File: src/cpu_cfg.svh
`ifndef CPU_CFG_SVH
`define CPU_CFG_SVH

// Datapath and address width
`define CPU_XLEN 32

// Architectural register count, register 0 reads as zero
`define CPU_REG_COUNT 32

// First fetch address after reset
`define CPU_RESET_PC 32'h0000_0000

// Bytes per instruction
`define CPU_PC_STEP 32'd4

`endif

File: src/cpu_pkg.sv
`default_nettype none

`include "cpu_cfg.svh"

package cpu_pkg;

    typedef logic [`CPU_XLEN-1:0] word_t;
    typedef logic [$clog2(`CPU_REG_COUNT)-1:0] reg_addr_t;

    typedef enum logic [5:0] {
        OP_RTYPE = 6'h00,
        OP_J     = 6'h02,
        OP_BEQ   = 6'h04,
        OP_BNE   = 6'h05,
        OP_ADDIU = 6'h09,
        OP_LW    = 6'h23,
        OP_SW    = 6'h2b
    } opcode_t;

    typedef enum logic [5:0] {
        FN_ADDU = 6'h21,
        FN_SUBU = 6'h23,
        FN_AND  = 6'h24,
        FN_OR   = 6'h25,
        FN_XOR  = 6'h26,
        FN_SLT  = 6'h2a
    } funct_t;

    typedef enum logic [2:0] {
        ALU_ADD,                        // Zero so a cleared ctrl_t means add
        ALU_SUB,
        ALU_AND,
        ALU_OR,
        ALU_XOR,
        ALU_SLT
    } alu_op_t;

    typedef enum logic [1:0] {
        FWD_REG = 2'd0,                 // Value read in decode
        FWD_ME  = 2'd1,                 // ALU result sitting in memory stage
        FWD_WB  = 2'd2                  // Data being written back
    } fwd_sel_t;

    typedef struct packed {
        logic    alu_src;               // Immediate as second operand
        alu_op_t alu_op;
        logic    mem_read;
        logic    mem_write;
        logic    mem_to_reg;            // Write back load data instead of ALU result
        logic    reg_write;
    } ctrl_t;

    typedef struct packed {
        word_t instr;
        word_t pc_plus4;
    } if_id_t;

    typedef struct packed {
        ctrl_t     ctrl;
        reg_addr_t rs;
        reg_addr_t rt;
        reg_addr_t dst;                 // Zero when nothing is written
        word_t     rs_val;
        word_t     rt_val;
        word_t     imm;                 // Sign-extended
    } id_ex_t;

    typedef struct packed {
        logic      mem_read;
        logic      mem_write;
        logic      mem_to_reg;
        logic      reg_write;
        word_t     alu_result;          // Also the data address
        word_t     store_data;
        reg_addr_t dst;
    } ex_me_t;

    typedef struct packed {
        logic      reg_write;
        logic      mem_to_reg;
        word_t     load_data;
        word_t     alu_result;
        reg_addr_t dst;
    } me_wb_t;

    // Operand bypass mux, shared by decode and execute
    function automatic word_t fwd_mux(
        input fwd_sel_t sel,
        input word_t    reg_val,
        input word_t    me_val,
        input word_t    wb_val
    );
        case (sel)
            FWD_ME:  return me_val;
            FWD_WB:  return wb_val;
            default: return reg_val;
        endcase
    endfunction

endpackage

`default_nettype wire

File: src/pipe_reg.sv
`timescale 1ns/1ps
`default_nettype none

module pipe_reg #(
    parameter type T = logic
) (
    input  logic clock,
    input  logic rst_n,
    input  logic hold,                  // Keep current contents
    input  logic bubble,                // Load a no-operation
    input  T     d,
    output T     q
);

    // All-zero payload has every write enable low
    always_ff @(posedge clock) begin
        if (!rst_n || bubble) begin
            q <= '0;
        end else if (!hold) begin
            q <= d;
        end
    end

endmodule

`default_nettype wire

File: src/fetch_stage.sv
`timescale 1ns/1ps
`default_nettype none

`include "cpu_cfg.svh"

module fetch_stage import cpu_pkg::*; (
    input  logic  clock,
    input  logic  rst_n,
    input  logic  stall,                // Hazard unit holds fetch
    input  logic  take_target,          // Taken branch or jump in decode
    input  word_t target,
    output word_t pc,
    output word_t pc_plus4
);

    assign pc_plus4 = pc + `CPU_PC_STEP; // Sequential address

    // Redirect lands after the delay slot has been fetched
    always_ff @(posedge clock) begin
        if (!rst_n) begin
            pc <= `CPU_RESET_PC;
        end else if (!stall) begin
            if (take_target) begin
                pc <= target;
            end else begin
                pc <= pc_plus4;
            end
        end
    end

endmodule

`default_nettype wire

File: src/register_file.sv
`timescale 1ns/1ps
`default_nettype none

`include "cpu_cfg.svh"

module register_file import cpu_pkg::*; (
    input  logic      clock,
    input  logic      rst_n,
    input  reg_addr_t rs_addr,
    input  reg_addr_t rt_addr,
    input  reg_addr_t wr_addr,
    input  logic      wr_en,
    input  word_t     wr_data,
    output word_t     rs_data,
    output word_t     rt_data
);

    word_t regs [`CPU_REG_COUNT];       // Storage, entry 0 never read

    // Write at the edge that ends write-back, nothing lands while in reset
    always_ff @(posedge clock) begin
        if (rst_n && wr_en && (wr_addr != '0)) begin
            regs[wr_addr] <= wr_data;
        end
    end

    assign rs_data = (rs_addr == '0) ? '0 : regs[rs_addr]; // Hardwired zero
    assign rt_data = (rt_addr == '0) ? '0 : regs[rt_addr];

endmodule

`default_nettype wire

File: src/decode_stage.sv
`timescale 1ns/1ps
`default_nettype none

module decode_stage import cpu_pkg::*; (
    input  if_id_t    if_id,
    input  word_t     rs_data,
    input  word_t     rt_data,
    input  word_t     me_result,
    input  word_t     wb_data,
    input  fwd_sel_t  fwd_rs,
    input  fwd_sel_t  fwd_rt,
    output reg_addr_t rs_addr,
    output reg_addr_t rt_addr,
    output id_ex_t    id_ex,
    output logic      take_target,
    output word_t     target,
    output logic      is_branch
);

    word_t     instr;
    opcode_t   opcode;
    funct_t    funct;
    reg_addr_t rd_addr;
    word_t     imm;
    word_t     rs_val;
    word_t     rt_val;
    word_t     branch_target;
    word_t     jump_target;
    ctrl_t     ctrl;
    reg_addr_t dst;
    logic      is_jump;
    logic      ops_equal;

    assign instr   = if_id.instr;
    assign opcode  = opcode_t'(instr[31:26]);
    assign funct   = funct_t'(instr[5:0]);
    assign rs_addr = instr[25:21];
    assign rt_addr = instr[20:16];
    assign rd_addr = instr[15:11];
    assign imm     = {{16{instr[15]}}, instr[15:0]}; // Sign extend

    // Bypassed operands feed both the compare and ID/EX
    assign rs_val    = fwd_mux(fwd_rs, rs_data, me_result, wb_data);
    assign rt_val    = fwd_mux(fwd_rt, rt_data, me_result, wb_data);
    assign ops_equal = (rs_val == rt_val);

    assign branch_target = if_id.pc_plus4 + {imm[29:0], 2'b00}; // Word offset from delay slot
    assign jump_target   = {if_id.pc_plus4[31:28], instr[25:0], 2'b00}; // Region kept from PC

    always_comb begin
        ctrl      = '0;                 // Unknown encodings decode as no-operation
        dst       = '0;
        is_branch = 1'b0;
        is_jump   = 1'b0;
        case (opcode)
            OP_RTYPE: begin
                ctrl.reg_write = 1'b1;
                dst            = rd_addr; // R-type writes rd
                case (funct)
                    FN_ADDU: ctrl.alu_op = ALU_ADD;
                    FN_SUBU: ctrl.alu_op = ALU_SUB;
                    FN_AND:  ctrl.alu_op = ALU_AND;
                    FN_OR:   ctrl.alu_op = ALU_OR;
                    FN_XOR:  ctrl.alu_op = ALU_XOR;
                    FN_SLT:  ctrl.alu_op = ALU_SLT;
                    default: begin
                        ctrl.reg_write = 1'b0;
                        dst            = '0;
                    end
                endcase
            end
            OP_ADDIU: begin
                ctrl.alu_src   = 1'b1;
                ctrl.reg_write = 1'b1;
                dst            = rt_addr;
            end
            OP_LW: begin
                ctrl.alu_src    = 1'b1; // Address is base plus offset
                ctrl.mem_read   = 1'b1;
                ctrl.mem_to_reg = 1'b1;
                ctrl.reg_write  = 1'b1;
                dst             = rt_addr;
            end
            OP_SW: begin
                ctrl.alu_src   = 1'b1;
                ctrl.mem_write = 1'b1;
            end
            OP_BEQ, OP_BNE: is_branch = 1'b1;
            OP_J:           is_jump   = 1'b1;
            default: ;
        endcase
    end

    // BNE inverts the equality test
    assign take_target = is_jump | (is_branch & (ops_equal ^ (opcode == OP_BNE)));
    assign target      = is_jump ? jump_target : branch_target;

    assign id_ex = '{
        ctrl:   ctrl,
        rs:     rs_addr,
        rt:     rt_addr,
        dst:    dst,
        rs_val: rs_val,
        rt_val: rt_val,
        imm:    imm
    };

endmodule

`default_nettype wire

File: src/hazard_unit.sv
`timescale 1ns/1ps
`default_nettype none

module hazard_unit import cpu_pkg::*; (
    input  reg_addr_t id_rs,
    input  reg_addr_t id_rt,
    input  logic      id_is_branch,
    input  id_ex_t    ex_stage,
    input  ex_me_t    me_stage,
    input  me_wb_t    wb_stage,
    output logic      stall,
    output fwd_sel_t  id_fwd_rs,
    output fwd_sel_t  id_fwd_rt,
    output fwd_sel_t  ex_fwd_rs,
    output fwd_sel_t  ex_fwd_rt
);

    logic id_me_ok;                     // ME result usable in decode
    logic load_use;
    logic branch_ex;
    logic branch_load;

    // Youngest producer wins, register 0 is never bypassed
    function automatic fwd_sel_t pick(
        input reg_addr_t src,
        input logic      me_en,
        input reg_addr_t me_dst,
        input logic      wb_en,
        input reg_addr_t wb_dst
    );
        if (src == '0) return FWD_REG;
        if (me_en && (me_dst == src)) return FWD_ME;
        if (wb_en && (wb_dst == src)) return FWD_WB;
        return FWD_REG;
    endfunction

    function automatic logic hits(input reg_addr_t dst, input reg_addr_t a, input reg_addr_t b);
        return (dst != '0) && ((dst == a) || (dst == b));
    endfunction

    // A load in ME only has its address, never bypass that
    assign id_me_ok = me_stage.reg_write & ~me_stage.mem_read;

    assign id_fwd_rs = pick(id_rs, id_me_ok, me_stage.dst, wb_stage.reg_write, wb_stage.dst);
    assign id_fwd_rt = pick(id_rt, id_me_ok, me_stage.dst, wb_stage.reg_write, wb_stage.dst);
    assign ex_fwd_rs = pick(ex_stage.rs, me_stage.reg_write, me_stage.dst,
                            wb_stage.reg_write, wb_stage.dst);
    assign ex_fwd_rt = pick(ex_stage.rt, me_stage.reg_write, me_stage.dst,
                            wb_stage.reg_write, wb_stage.dst);

    assign load_use    = ex_stage.ctrl.mem_read & hits(ex_stage.dst, id_rs, id_rt); // Covers store data too
    assign branch_ex   = id_is_branch & ex_stage.ctrl.reg_write & hits(ex_stage.dst, id_rs, id_rt);
    assign branch_load = id_is_branch & me_stage.mem_read & hits(me_stage.dst, id_rs, id_rt);

    assign stall = load_use | branch_ex | branch_load;

endmodule

`default_nettype wire

File: src/execute_stage.sv
`timescale 1ns/1ps
`default_nettype none

module execute_stage import cpu_pkg::*; (
    input  id_ex_t   id_ex,
    input  word_t    me_result,
    input  word_t    wb_data,
    input  fwd_sel_t fwd_rs,
    input  fwd_sel_t fwd_rt,
    output ex_me_t   ex_me
);

    word_t op_a;
    word_t rt_fwd;                      // Also the store data
    word_t op_b;
    word_t alu_y;

    assign op_a   = fwd_mux(fwd_rs, id_ex.rs_val, me_result, wb_data);
    assign rt_fwd = fwd_mux(fwd_rt, id_ex.rt_val, me_result, wb_data);
    assign op_b   = id_ex.ctrl.alu_src ? id_ex.imm : rt_fwd; // Immediate forms

    always_comb begin
        case (id_ex.ctrl.alu_op)
            ALU_ADD: alu_y = op_a + op_b; // No overflow trap
            ALU_SUB: alu_y = op_a - op_b;
            ALU_AND: alu_y = op_a & op_b;
            ALU_OR:  alu_y = op_a | op_b;
            ALU_XOR: alu_y = op_a ^ op_b;
            ALU_SLT: alu_y = word_t'($signed(op_a) < $signed(op_b)); // Signed compare
            default: alu_y = op_a + op_b;
        endcase
    end

    assign ex_me = '{
        mem_read:   id_ex.ctrl.mem_read,
        mem_write:  id_ex.ctrl.mem_write,
        mem_to_reg: id_ex.ctrl.mem_to_reg,
        reg_write:  id_ex.ctrl.reg_write,
        alu_result: alu_y,
        store_data: rt_fwd,
        dst:        id_ex.dst
    };

endmodule

`default_nettype wire

File: src/mips_pipeline.sv
`timescale 1ns/1ps
`default_nettype none

module mips_pipeline import cpu_pkg::*; (
    input  logic  clock,
    input  logic  rst_n,
    output word_t inst_addr,
    input  word_t inst_data,
    output word_t dmem_addr,
    output word_t dmem_wdata,
    output logic  dmem_write,
    output logic  dmem_read,
    input  word_t dmem_rdata
);

    word_t     pc;
    word_t     pc_plus4;
    logic      stall;
    logic      take_target;
    word_t     target;
    logic      is_branch;
    reg_addr_t rs_addr;
    reg_addr_t rt_addr;
    word_t     rs_data;
    word_t     rt_data;
    word_t     wb_data;
    fwd_sel_t  id_fwd_rs;
    fwd_sel_t  id_fwd_rt;
    fwd_sel_t  ex_fwd_rs;
    fwd_sel_t  ex_fwd_rt;
    if_id_t    if_id_d;
    if_id_t    if_id_q;
    id_ex_t    id_ex_d;
    id_ex_t    id_ex_q;
    ex_me_t    ex_me_d;
    ex_me_t    ex_me_q;
    me_wb_t    me_wb_d;
    me_wb_t    me_wb_q;

    fetch_stage u_fetch (
        .clock       (clock),
        .rst_n       (rst_n),
        .stall       (stall),
        .take_target (take_target),
        .target      (target),
        .pc          (pc),
        .pc_plus4    (pc_plus4)
    );

    assign inst_addr = pc;
    assign if_id_d   = '{instr: inst_data, pc_plus4: pc_plus4};

    pipe_reg #(.T(if_id_t)) u_if_id (
        .clock (clock), .rst_n (rst_n),
        .hold  (stall),                 // Decode retries the same instruction
        .bubble(1'b0),
        .d     (if_id_d), .q (if_id_q)
    );

    register_file u_regs (
        .clock   (clock),
        .rst_n   (rst_n),
        .rs_addr (rs_addr),
        .rt_addr (rt_addr),
        .wr_addr (me_wb_q.dst),
        .wr_en   (me_wb_q.reg_write),
        .wr_data (wb_data),
        .rs_data (rs_data),
        .rt_data (rt_data)
    );

    decode_stage u_decode (
        .if_id       (if_id_q),
        .rs_data     (rs_data),
        .rt_data     (rt_data),
        .me_result   (ex_me_q.alu_result),
        .wb_data     (wb_data),
        .fwd_rs      (id_fwd_rs),
        .fwd_rt      (id_fwd_rt),
        .rs_addr     (rs_addr),
        .rt_addr     (rt_addr),
        .id_ex       (id_ex_d),
        .take_target (take_target),
        .target      (target),
        .is_branch   (is_branch)
    );

    hazard_unit u_hazard (
        .id_rs        (rs_addr),
        .id_rt        (rt_addr),
        .id_is_branch (is_branch),
        .ex_stage     (id_ex_q),
        .me_stage     (ex_me_q),
        .wb_stage     (me_wb_q),
        .stall        (stall),
        .id_fwd_rs    (id_fwd_rs),
        .id_fwd_rt    (id_fwd_rt),
        .ex_fwd_rs    (ex_fwd_rs),
        .ex_fwd_rt    (ex_fwd_rt)
    );

    pipe_reg #(.T(id_ex_t)) u_id_ex (
        .clock (clock), .rst_n (rst_n),
        .hold  (1'b0),
        .bubble(stall),                 // Stalled instruction stays in decode
        .d     (id_ex_d), .q (id_ex_q)
    );

    execute_stage u_execute (
        .id_ex     (id_ex_q),
        .me_result (ex_me_q.alu_result),
        .wb_data   (wb_data),
        .fwd_rs    (ex_fwd_rs),
        .fwd_rt    (ex_fwd_rt),
        .ex_me     (ex_me_d)
    );

    pipe_reg #(.T(ex_me_t)) u_ex_me (
        .clock (clock), .rst_n (rst_n),
        .hold  (1'b0), .bubble (1'b0),
        .d     (ex_me_d), .q (ex_me_q)
    );

    // Memory stage drives the data port straight from EX/ME
    assign dmem_addr  = ex_me_q.alu_result;
    assign dmem_wdata = ex_me_q.store_data;
    assign dmem_write = ex_me_q.mem_write; // One cycle per store
    assign dmem_read  = ex_me_q.mem_read;

    assign me_wb_d = '{
        reg_write:  ex_me_q.reg_write,
        mem_to_reg: ex_me_q.mem_to_reg,
        load_data:  dmem_rdata,
        alu_result: ex_me_q.alu_result,
        dst:        ex_me_q.dst
    };

    pipe_reg #(.T(me_wb_t)) u_me_wb (
        .clock (clock), .rst_n (rst_n),
        .hold  (1'b0), .bubble (1'b0),
        .d     (me_wb_d), .q (me_wb_q)
    );

    assign wb_data = me_wb_q.mem_to_reg ? me_wb_q.load_data : me_wb_q.alu_result; // Load or ALU

endmodule

`default_nettype wire

File: config.mk
export PLATFORM = sky130hd
export DESIGN_NAME = mips_pipeline
export DESIGN_NICKNAME = d
export VERILOG_FILES = /design/src/cpu_pkg.sv /design/src/pipe_reg.sv /design/src/fetch_stage.sv /design/src/register_file.sv /design/src/decode_stage.sv /design/src/hazard_unit.sv /design/src/execute_stage.sv /design/src/mips_pipeline.sv
export VERILOG_INCLUDE_DIRS = /design/src /design/src/src
export SDC_FILE = /design/constraint.sdc
export NUM_CORES = 2
export LEC_CHECK = 0
export ABC_CLOCK_PERIOD_IN_PS = 7060
export BUFFER_PORTS_ARGS = -buffer_cell sky130_fd_sc_hd__buf_4
export CAP_MARGIN = 20
export CORE_UTILIZATION = 25
export DETAILED_ROUTE_END_ITERATION = 6
export PLACE_DENSITY_LB_ADDON = 0.25
export SLEW_MARGIN = 20
export SYNTH_ARGS = -nofsm -noshare
export SYNTH_HDL_FRONTEND = slang
export SYNTH_SLANG_ARGS = --single-unit
File: constraint.sdc
create_clock -name clock -period 7.06 [get_ports clock]
set_input_delay 0.353 -clock clock [delete_from_list [all_inputs] [get_ports clock]]
set_output_delay 0.353 -clock clock [all_outputs]
set_load 0.02 [all_outputs]
Word-level counts from Yosys, hierarchy flattened
Memory sizes are Yosys's and may differ from the RTL's. A register that Yosys moved wholly into a read port is not among the register bits.
Cells that the tools add are included.
{"block": "totals", "elab_cells": 187, "in_bits": 66, "mem_bits_rw": 1024, "mem_count": 1, "output_inout_bits": 98, "reg_bits": 341}
{"name": "u_regs.regs", "words": 32, "word_bits": 32, "read_ports": 2, "rd_ports_with_merged_regs": 2, "wr": 1, "line_no": "register_file.sv:18", "rtl": "word_t regs [`CPU_REG_COUNT];"}
{"block": "classes", "bitwise": 16, "n_addsub": 4, "n_eq_ne": 36, "mux": 75, "magnitude_cmp": 1, "n_reduce_logical": 29}
{"cell": "case mux 32 bit (2 select lines)", "count": 4}
{"cell": "2-to-1 mux 32 bit", "count": 6}
{"cell": "case mux 32 bit (5 select lines)", "count": 1}
{"cell": "adder 32 bit", "count": 2}
{"cell": "equality test 5 bit", "count": 10}
{"cell": "equality test 6 bit, second input constant", "count": 8}
{"cell": "2-to-1 mux 2 bit", "count": 24}
{"cell": "adder 32 x 3 -> 32 bit, second input constant", "count": 1}
{"cell": "bitwise AND 32 bit", "count": 1}
{"cell": "equality test 32 bit", "count": 1}
{"cell": "less-than comparator 32 bit", "count": 1}
{"cell": "2-to-1 mux 1 bit", "count": 32}
{"cell": "bitwise OR 32 bit", "count": 1}
{"cell": "subtractor 32 bit", "count": 1}
{"cell": "XOR 32 bit", "count": 1}
{"cell": "2-to-1 mux 5 bit", "count": 5}
{"cell": "zero test 5 bit", "count": 4}
{"cell": "case mux 3 bit (5 select lines)", "count": 1}
{"cell": "nonzero test 5 bit", "count": 3}
{"cell": "equality test 6 x 3 -> 1 bit, second input constant", "count": 2}
{"cell": "logical AND 1 bit", "count": 12}
{"cell": "case mux 5 bit (2 select lines)", "count": 1}
{"cell": "equality test 2 x 1 -> 1 bit, second input constant", "count": 4}
{"cell": "equality test 2 bit, second input constant", "count": 4}
{"cell": "16 further kinds", "count": 31}

Longest topological paths before layout
{"block": "logic_depth", "depth_word": 17, "mapped_depth": 29, "mapped_depth_nobuf": 27}

Cells and area by module
Synthesis repeated with hierarchy kept, for this count alone.
{"block": "hier_totals", "hier_cells": 5710, "hier_area_um2": 73920.9}
{"mod": "register_file", "instances": 1, "seq_area_each_um2": 30749.5, "area_each_um2": 47195.3, "cells_each": 2370}
{"mod": "execute_stage", "instances": 1, "seq_area_each_um2": 0.0, "area_each_um2": 7221.9, "cells_each": 1205}
{"mod": "pipe_reg at u_id_ex", "instances": 1, "seq_area_each_um2": 2382.3, "area_each_um2": 4341.7, "cells_each": 384}
{"mod": "decode_stage", "instances": 1, "seq_area_each_um2": 0.0, "area_each_um2": 3930.0, "cells_each": 625}
{"mod": "pipe_reg at u_ex_me", "instances": 1, "seq_area_each_um2": 1461.4, "area_each_um2": 2672.6, "cells_each": 236}
{"mod": "pipe_reg at u_me_wb", "instances": 1, "seq_area_each_um2": 1421.4, "area_each_um2": 2561.2, "cells_each": 230}
{"mod": "fetch_stage", "instances": 1, "seq_area_each_um2": 640.6, "area_each_um2": 2419.8, "cells_each": 313}
{"mod": "pipe_reg at u_if_id", "instances": 1, "seq_area_each_um2": 1281.2, "area_each_um2": 2304.7, "cells_each": 207}
{"mod": "hazard_unit", "instances": 1, "seq_area_each_um2": 0.0, "area_each_um2": 725.7, "cells_each": 103}
{"mod": "mips_pipeline", "instances": 1, "seq_area_each_um2": 0.0, "area_each_um2": 548.0, "cells_each": 37}

Worst setup path before layout
OpenSTA, ideal clock, no wires.
{"block": "synth_timing", "path_type": "reg2reg", "startpoint": "register u_ex_me.q[2] (netlist bit)", "endpoint": "register u_ex_me.q[65] (netlist bit)", "synth_period_minus_slack_ps": 5297, "setup_time_ps": 95, "t_arrival_ps": 5201, "n_path_buf": 3, "required_time_ps": 6965, "stages_incl_launch_ff": 28, "slack_ps": 1763, "cell_sequence": "dfxtp_1 -> clkbuf_1 -> xor2_1 -> nor4_1 -> and3_1 -> o21a_1 -> inv_1 -> ha_1 -> clkbuf_1 -> clkbuf_1 -> a21oi_1 -> o21a_1 -> inv_1 -> ha_1 -> inv_1 -> fa_1 -> a21o_1 -> a21o_1 -> a21oi_1 -> o31ai_1 -> a21oi_1 -> o211ai_1 -> a41o_1 -> a41oi_1 -> nand2b_1 -> a21oi_1 -> xor2_1 -> a221oi_1"}
{"block": "synth_between", "elab_chain_cells": 12, "word_cells_on_any_way": 31, "cone_classes": "2 x add/sub; 6 x eq/ne; 18 x mux; 3 x bitwise; 2 x reduce/logical"}
{"element": "from (decl)", "line_no": "pipe_reg.sv:12", "rtl": "output T q"}
{"element": "from (signal assigned)", "line_no": "pipe_reg.sv:18", "rtl": "q <= '0;"}
{"element": "from (signal assigned)", "line_no": "pipe_reg.sv:20", "rtl": "q <= d;"}
{"element": "equality test 5 bit", "line_no": "hazard_unit.sv:32", "rtl": "if (me_en && (me_dst == src)) return FWD_ME;"}
{"element": "logical AND 1 bit", "line_no": "hazard_unit.sv:32"}
{"element": "2-to-1 mux 2 bit", "line_no": "hazard_unit.sv:32"}
{"element": "2-to-1 mux 2 bit", "line_no": "hazard_unit.sv:33", "rtl": "if (wb_en && (wb_dst == src)) return FWD_WB;"}
{"element": "2-to-1 mux 2 bit", "line_no": "hazard_unit.sv:34", "rtl": "return FWD_REG;"}
{"element": "2-to-1 mux 2 bit", "line_no": "hazard_unit.sv:33"}
{"element": "2-to-1 mux 2 bit", "line_no": "hazard_unit.sv:32"}
{"element": "equality test 2 bit or equality test 2 x 1 -> 1 bit (tied branches)", "line_no": "cpu_pkg.sv:93", "rtl": "case (sel)"}
{"element": "case mux 32 bit (2 select lines)", "line_no": "cpu_pkg.sv:93"}
{"element": "2-to-1 mux 32 bit", "line_no": "execute_stage.sv:20", "rtl": "assign op_b = id_ex.ctrl.alu_src ? id_ex.imm : rt_fwd;"}
{"element": "adder 32 bit (tied with other cells)", "line_no": "execute_stage.sv:24, execute_stage.sv:30"}
{"element": "case mux 32 bit (5 select lines) (*)", "line_no": "execute_stage.sv:23", "rtl": "case (id_ex.ctrl.alu_op)"}
Every way passes the cells marked *; elsewhere a longest branch is shown, timed or not. The select of a mux whose other input is x is not followed.
A chain may end at the register's enable or synchronous reset.

==> metrics.md <==
| Metric | Value |
|---|---|
| Status | `finished, final reports clean` |
| Fraction of layout cells with a size suffix above 1 | `between 20% and 30%` |
| Area share of the largest cell type after synthesis | `approximately 44%` |
| Critical Path AT | `roughly 7000 ps` |
| Hold Violations, Final | `0` |
| Fin util | `slightly below 30%` |
| Leak Pwr | `~28 nW` |
| First DRT Iteration DRCs | `approximately 6400` |
| Die W | `roughly 530 um` |
| RSZ-0062 raised after global routing | `no` |
| Dpl cell area | `75700 sq um` |
| Core Rows | `approximately 190` |
| Synth top cells by count | `1024 x edfxtp_1, 395 x mux4_2, 351 x dfxtp_1, 347 x nor2_1, 299 x nand2_1` |
| Setup Skew | `58.9 ps` |
| Antenna Nets Post-Route | `0` |
| Post-CTS Hold Fix Bufs | `between 60 and 70` |
| Pre-CTS setup slack | `approximately 800 ps` |
| Switch share | `between 20% and 30%` |
| DRC viols | `0` |
| Syn_area_per_cell | `13.0 sq um` |
| Core Area | `roughly 280000 sq um` |
| Slowest cell on crit path | `dfxtp_4` |
| Final-stage net count | `5749` |
| Peak supply drop | `~0.00023 V` |
| GRT Util Overall | `19.8%` |
| Initial Utilization | `25.2%` |
| Combinational fraction of design power | `~12%` |
| Max-cap violations | `0` |
| Crit path cell chain | `buf_4 > and2_1 > buf_12 > a22oi_1 > nand3_1 > nand4_1 > a221oi_1 > xnor2_1 > nand4_1 > nor4_1 > buf_4 > and4_1 > a21oi_2 > nor2_1 > buf_4 > nor4_1 > a211o_1` |
| Setup bufs post-CTS | `0` |
| Slowest stage delay, CP | `between 700 and 800 ps` |
| CP Max Fanout | `25` |
| Fill count | `between 20000 and 30000` |
| Peak Freq | `about 0.16 GHz` |
| Critical Path End Type | `flop` |
| Setup crit start kind | `flop` |
| PortBufs | `163` |
| Main synth FF type | `edfxtp_1` |
| Vias | `between 50000 and 60000` |
| Setup total negative slack | `0 ps` |
| Hold WS | `287 ps` |
| Post-synth EDFFs | `a little over 1000` |
| Clk_lat worst skew | `820 ps` |
| Sequential area share after synthesis | `54.2%` |
| Min Tclk post-route | `around 6300 ps` |
| Die ar. | `281000 sq um` |
| GPL Wtd Cong | `0.916` |
| Clock Path Buffers | `3` |
| H-tree levels | `4` |
| Finished Layout Cells | `9390` |
| Synth area leaders | `edfxtp_1 44%, mux4_2 13%, dfxtp_1 10%` |
| Post-synth top area cell | `edfxtp_1` |
| Total grt overflow | `0` |
| Reg-to-reg setup timing slack | `710 ps` |
| Crit share post-route | `around 90%` |
| Post-route cell area | `around 82000 sq um` |
| # IOs | `roughly 160` |
| YS warnings | `0` |
| FFs w/ async S/R, synth | `0%` |
| Worst Path Required | `between 7000 and 8000 ps` |
| Part of the power in registers | `45.4%` |
| Worst min path class | `primary input to flop` |
| Final setup fails | `0` |
| Syn Std Cell Area | `69700 sq um` |
| Max Slew Vio Count | `0` |
| Largest net degree at the start of global routing | `85` |
| Total power | `approximately 20 mW` |
| CTS Sinks | `1375` |
| First drt pass iteration count | `6` |
| Layout area overhead | `17.2%` |
| Least-Margin Pin Slew | `around 1100 ps` |
| Crit path kind | `flop to flop` |
| CP dominant cell by count | `buf_4` |
| CTS Buf Count | `between 150 and 200` |
| Via density per instance | `5.42` |
| CTS resizes | `0` |
| Clock power frac | `42.5%` |
| Gate Count Post-Synth | `around 5400` |
| Slack of the critical path | `just over 700 ps` |
| Yosys reg bits | `around 1400` |
| Pwr/cell area | `245 nW/um^2` |
| Register clock-pin slew on the reported worst setup and hold paths | `about 60 ps` |
| Max_slew headroom | `approximately a quarter` |
| Via count of the first global-routing pass | `slightly below 50000` |
| Wirelength per Cell | `approximately 30 um` |
| Final WL | `about 290000 um` |
| Dpl cells | `9029` |
| First-pass GRT wire length | `395000 um` |
| CTS tree | `yes` |
| P_sw | `between 5 and 6 mW` |
| CTS root buf | `clkbuf_16` |
| Antenna violations before repair | `20` |
| Vert. Die Dim | `approximately 530 um` |
| DP HPWL | `~190000 um` |
| Most frequent cell after synthesis | `edfxtp_1` |
| Internal power | `between 10 and 15 mW` |
| Synth cell types | `93` |
==> cell usage in the layout (no fill, tap or decap), drive strengths merged, types with 131 or more instances in the layout <==
cell       n
edfxtp  1024
mux4     395
buf      395
dfxtp    351
nor2     351
nand2    300
mux2i    282
a21oi    243
a22oi    217
clkbuf   196
o21ai    163
inv      131
==> per-layer routing <==
layer  vias up  global-route usage, %  routed length, um
met5         -                      0                 56
met4         8                   6.95              10500
met3       478                   3.41              23000
met2      2636                   31.9             132000
met1     26499                   26.8             120000
li1      21254                      -                  -
==> cell families (layout without fill, tap and decap cells) <==
logic type | count (synthesis) | after routing | synth area share (%)
AND/OR/NAND/NOR | 1263 | 1263 | 8.88
XOR/XNOR | 149 | 149 | 1.87
buffers and inverters | 580 | 880 | 3.98
AO/OA/AOI/OAI | 1127 | 1127 | 11.1
flip-flops | 1375 | 1375 | 54.2
adder cells (fa/ha/maj) | 133 | 133 | 2.42
multiplexers | 723 | 723 | 17.5
other | 1 | 35 | 0.00538
==> power groups by stage <==
stage / sequential, mW / combinational (mW) / clock (mW)
floorplan: 9.08 / 1.53 / 0
global placement: 9.26 / 2.36 / 0
detailed placement: 9.26 / 2.36 / 0
CTS: 9.09 / 2.40 / 8.65
global route: 9.09 / 2.57 / 8.97
finish: 9.09 / 2.44 / 8.52
==> worst max-delay path: cells and delay by family, from the launching register on <==
| family | cells | cell delay [ps] |
|---|---|---|
| flops | 1 | 770 |
| compound gates | 4 | 1140 |
| simple gates | 8 | 2910 |
| buf+inv | 4 | 1140 |
| xor+xnor | 1 | 180 |
==> cell type report <==
cell class	instances	area (sq um)	area share, %
multi-input cells	3427	29700	36.3
flip-flops and latches	1375	37800	46.2
clock inverters	97	1020	1.25
well taps	3705	4640	5.67
clock buffers	196	4330	5.29
repair buffers	460	3830	4.69
diodes	3	7.51	0.00918
inverters	127	479	0.586
==> flip-flops by register name, indices dropped and copies added (netlist names), named ones only <==
register	flops
u_me_wb.q	71
u_if_id.q	64
u_ex_me.q	72
u_regs.regs	1024
u_fetch.pc	32
u_id_ex.q	102
==> final timing paths <==
check | start | end | depth (start not counted)
worst max-delay path | flop | u_fetch.pc[24] | 17
worst min-delay path | dmem_rdata[5] | u_me_wb.q[42] | 3
worst max register to register | flop | u_fetch.pc[24] | 17
worst min register to register | u_id_ex.q[113] | u_ex_me.q[71] | 1
Power figures use the tool's default switching activity.
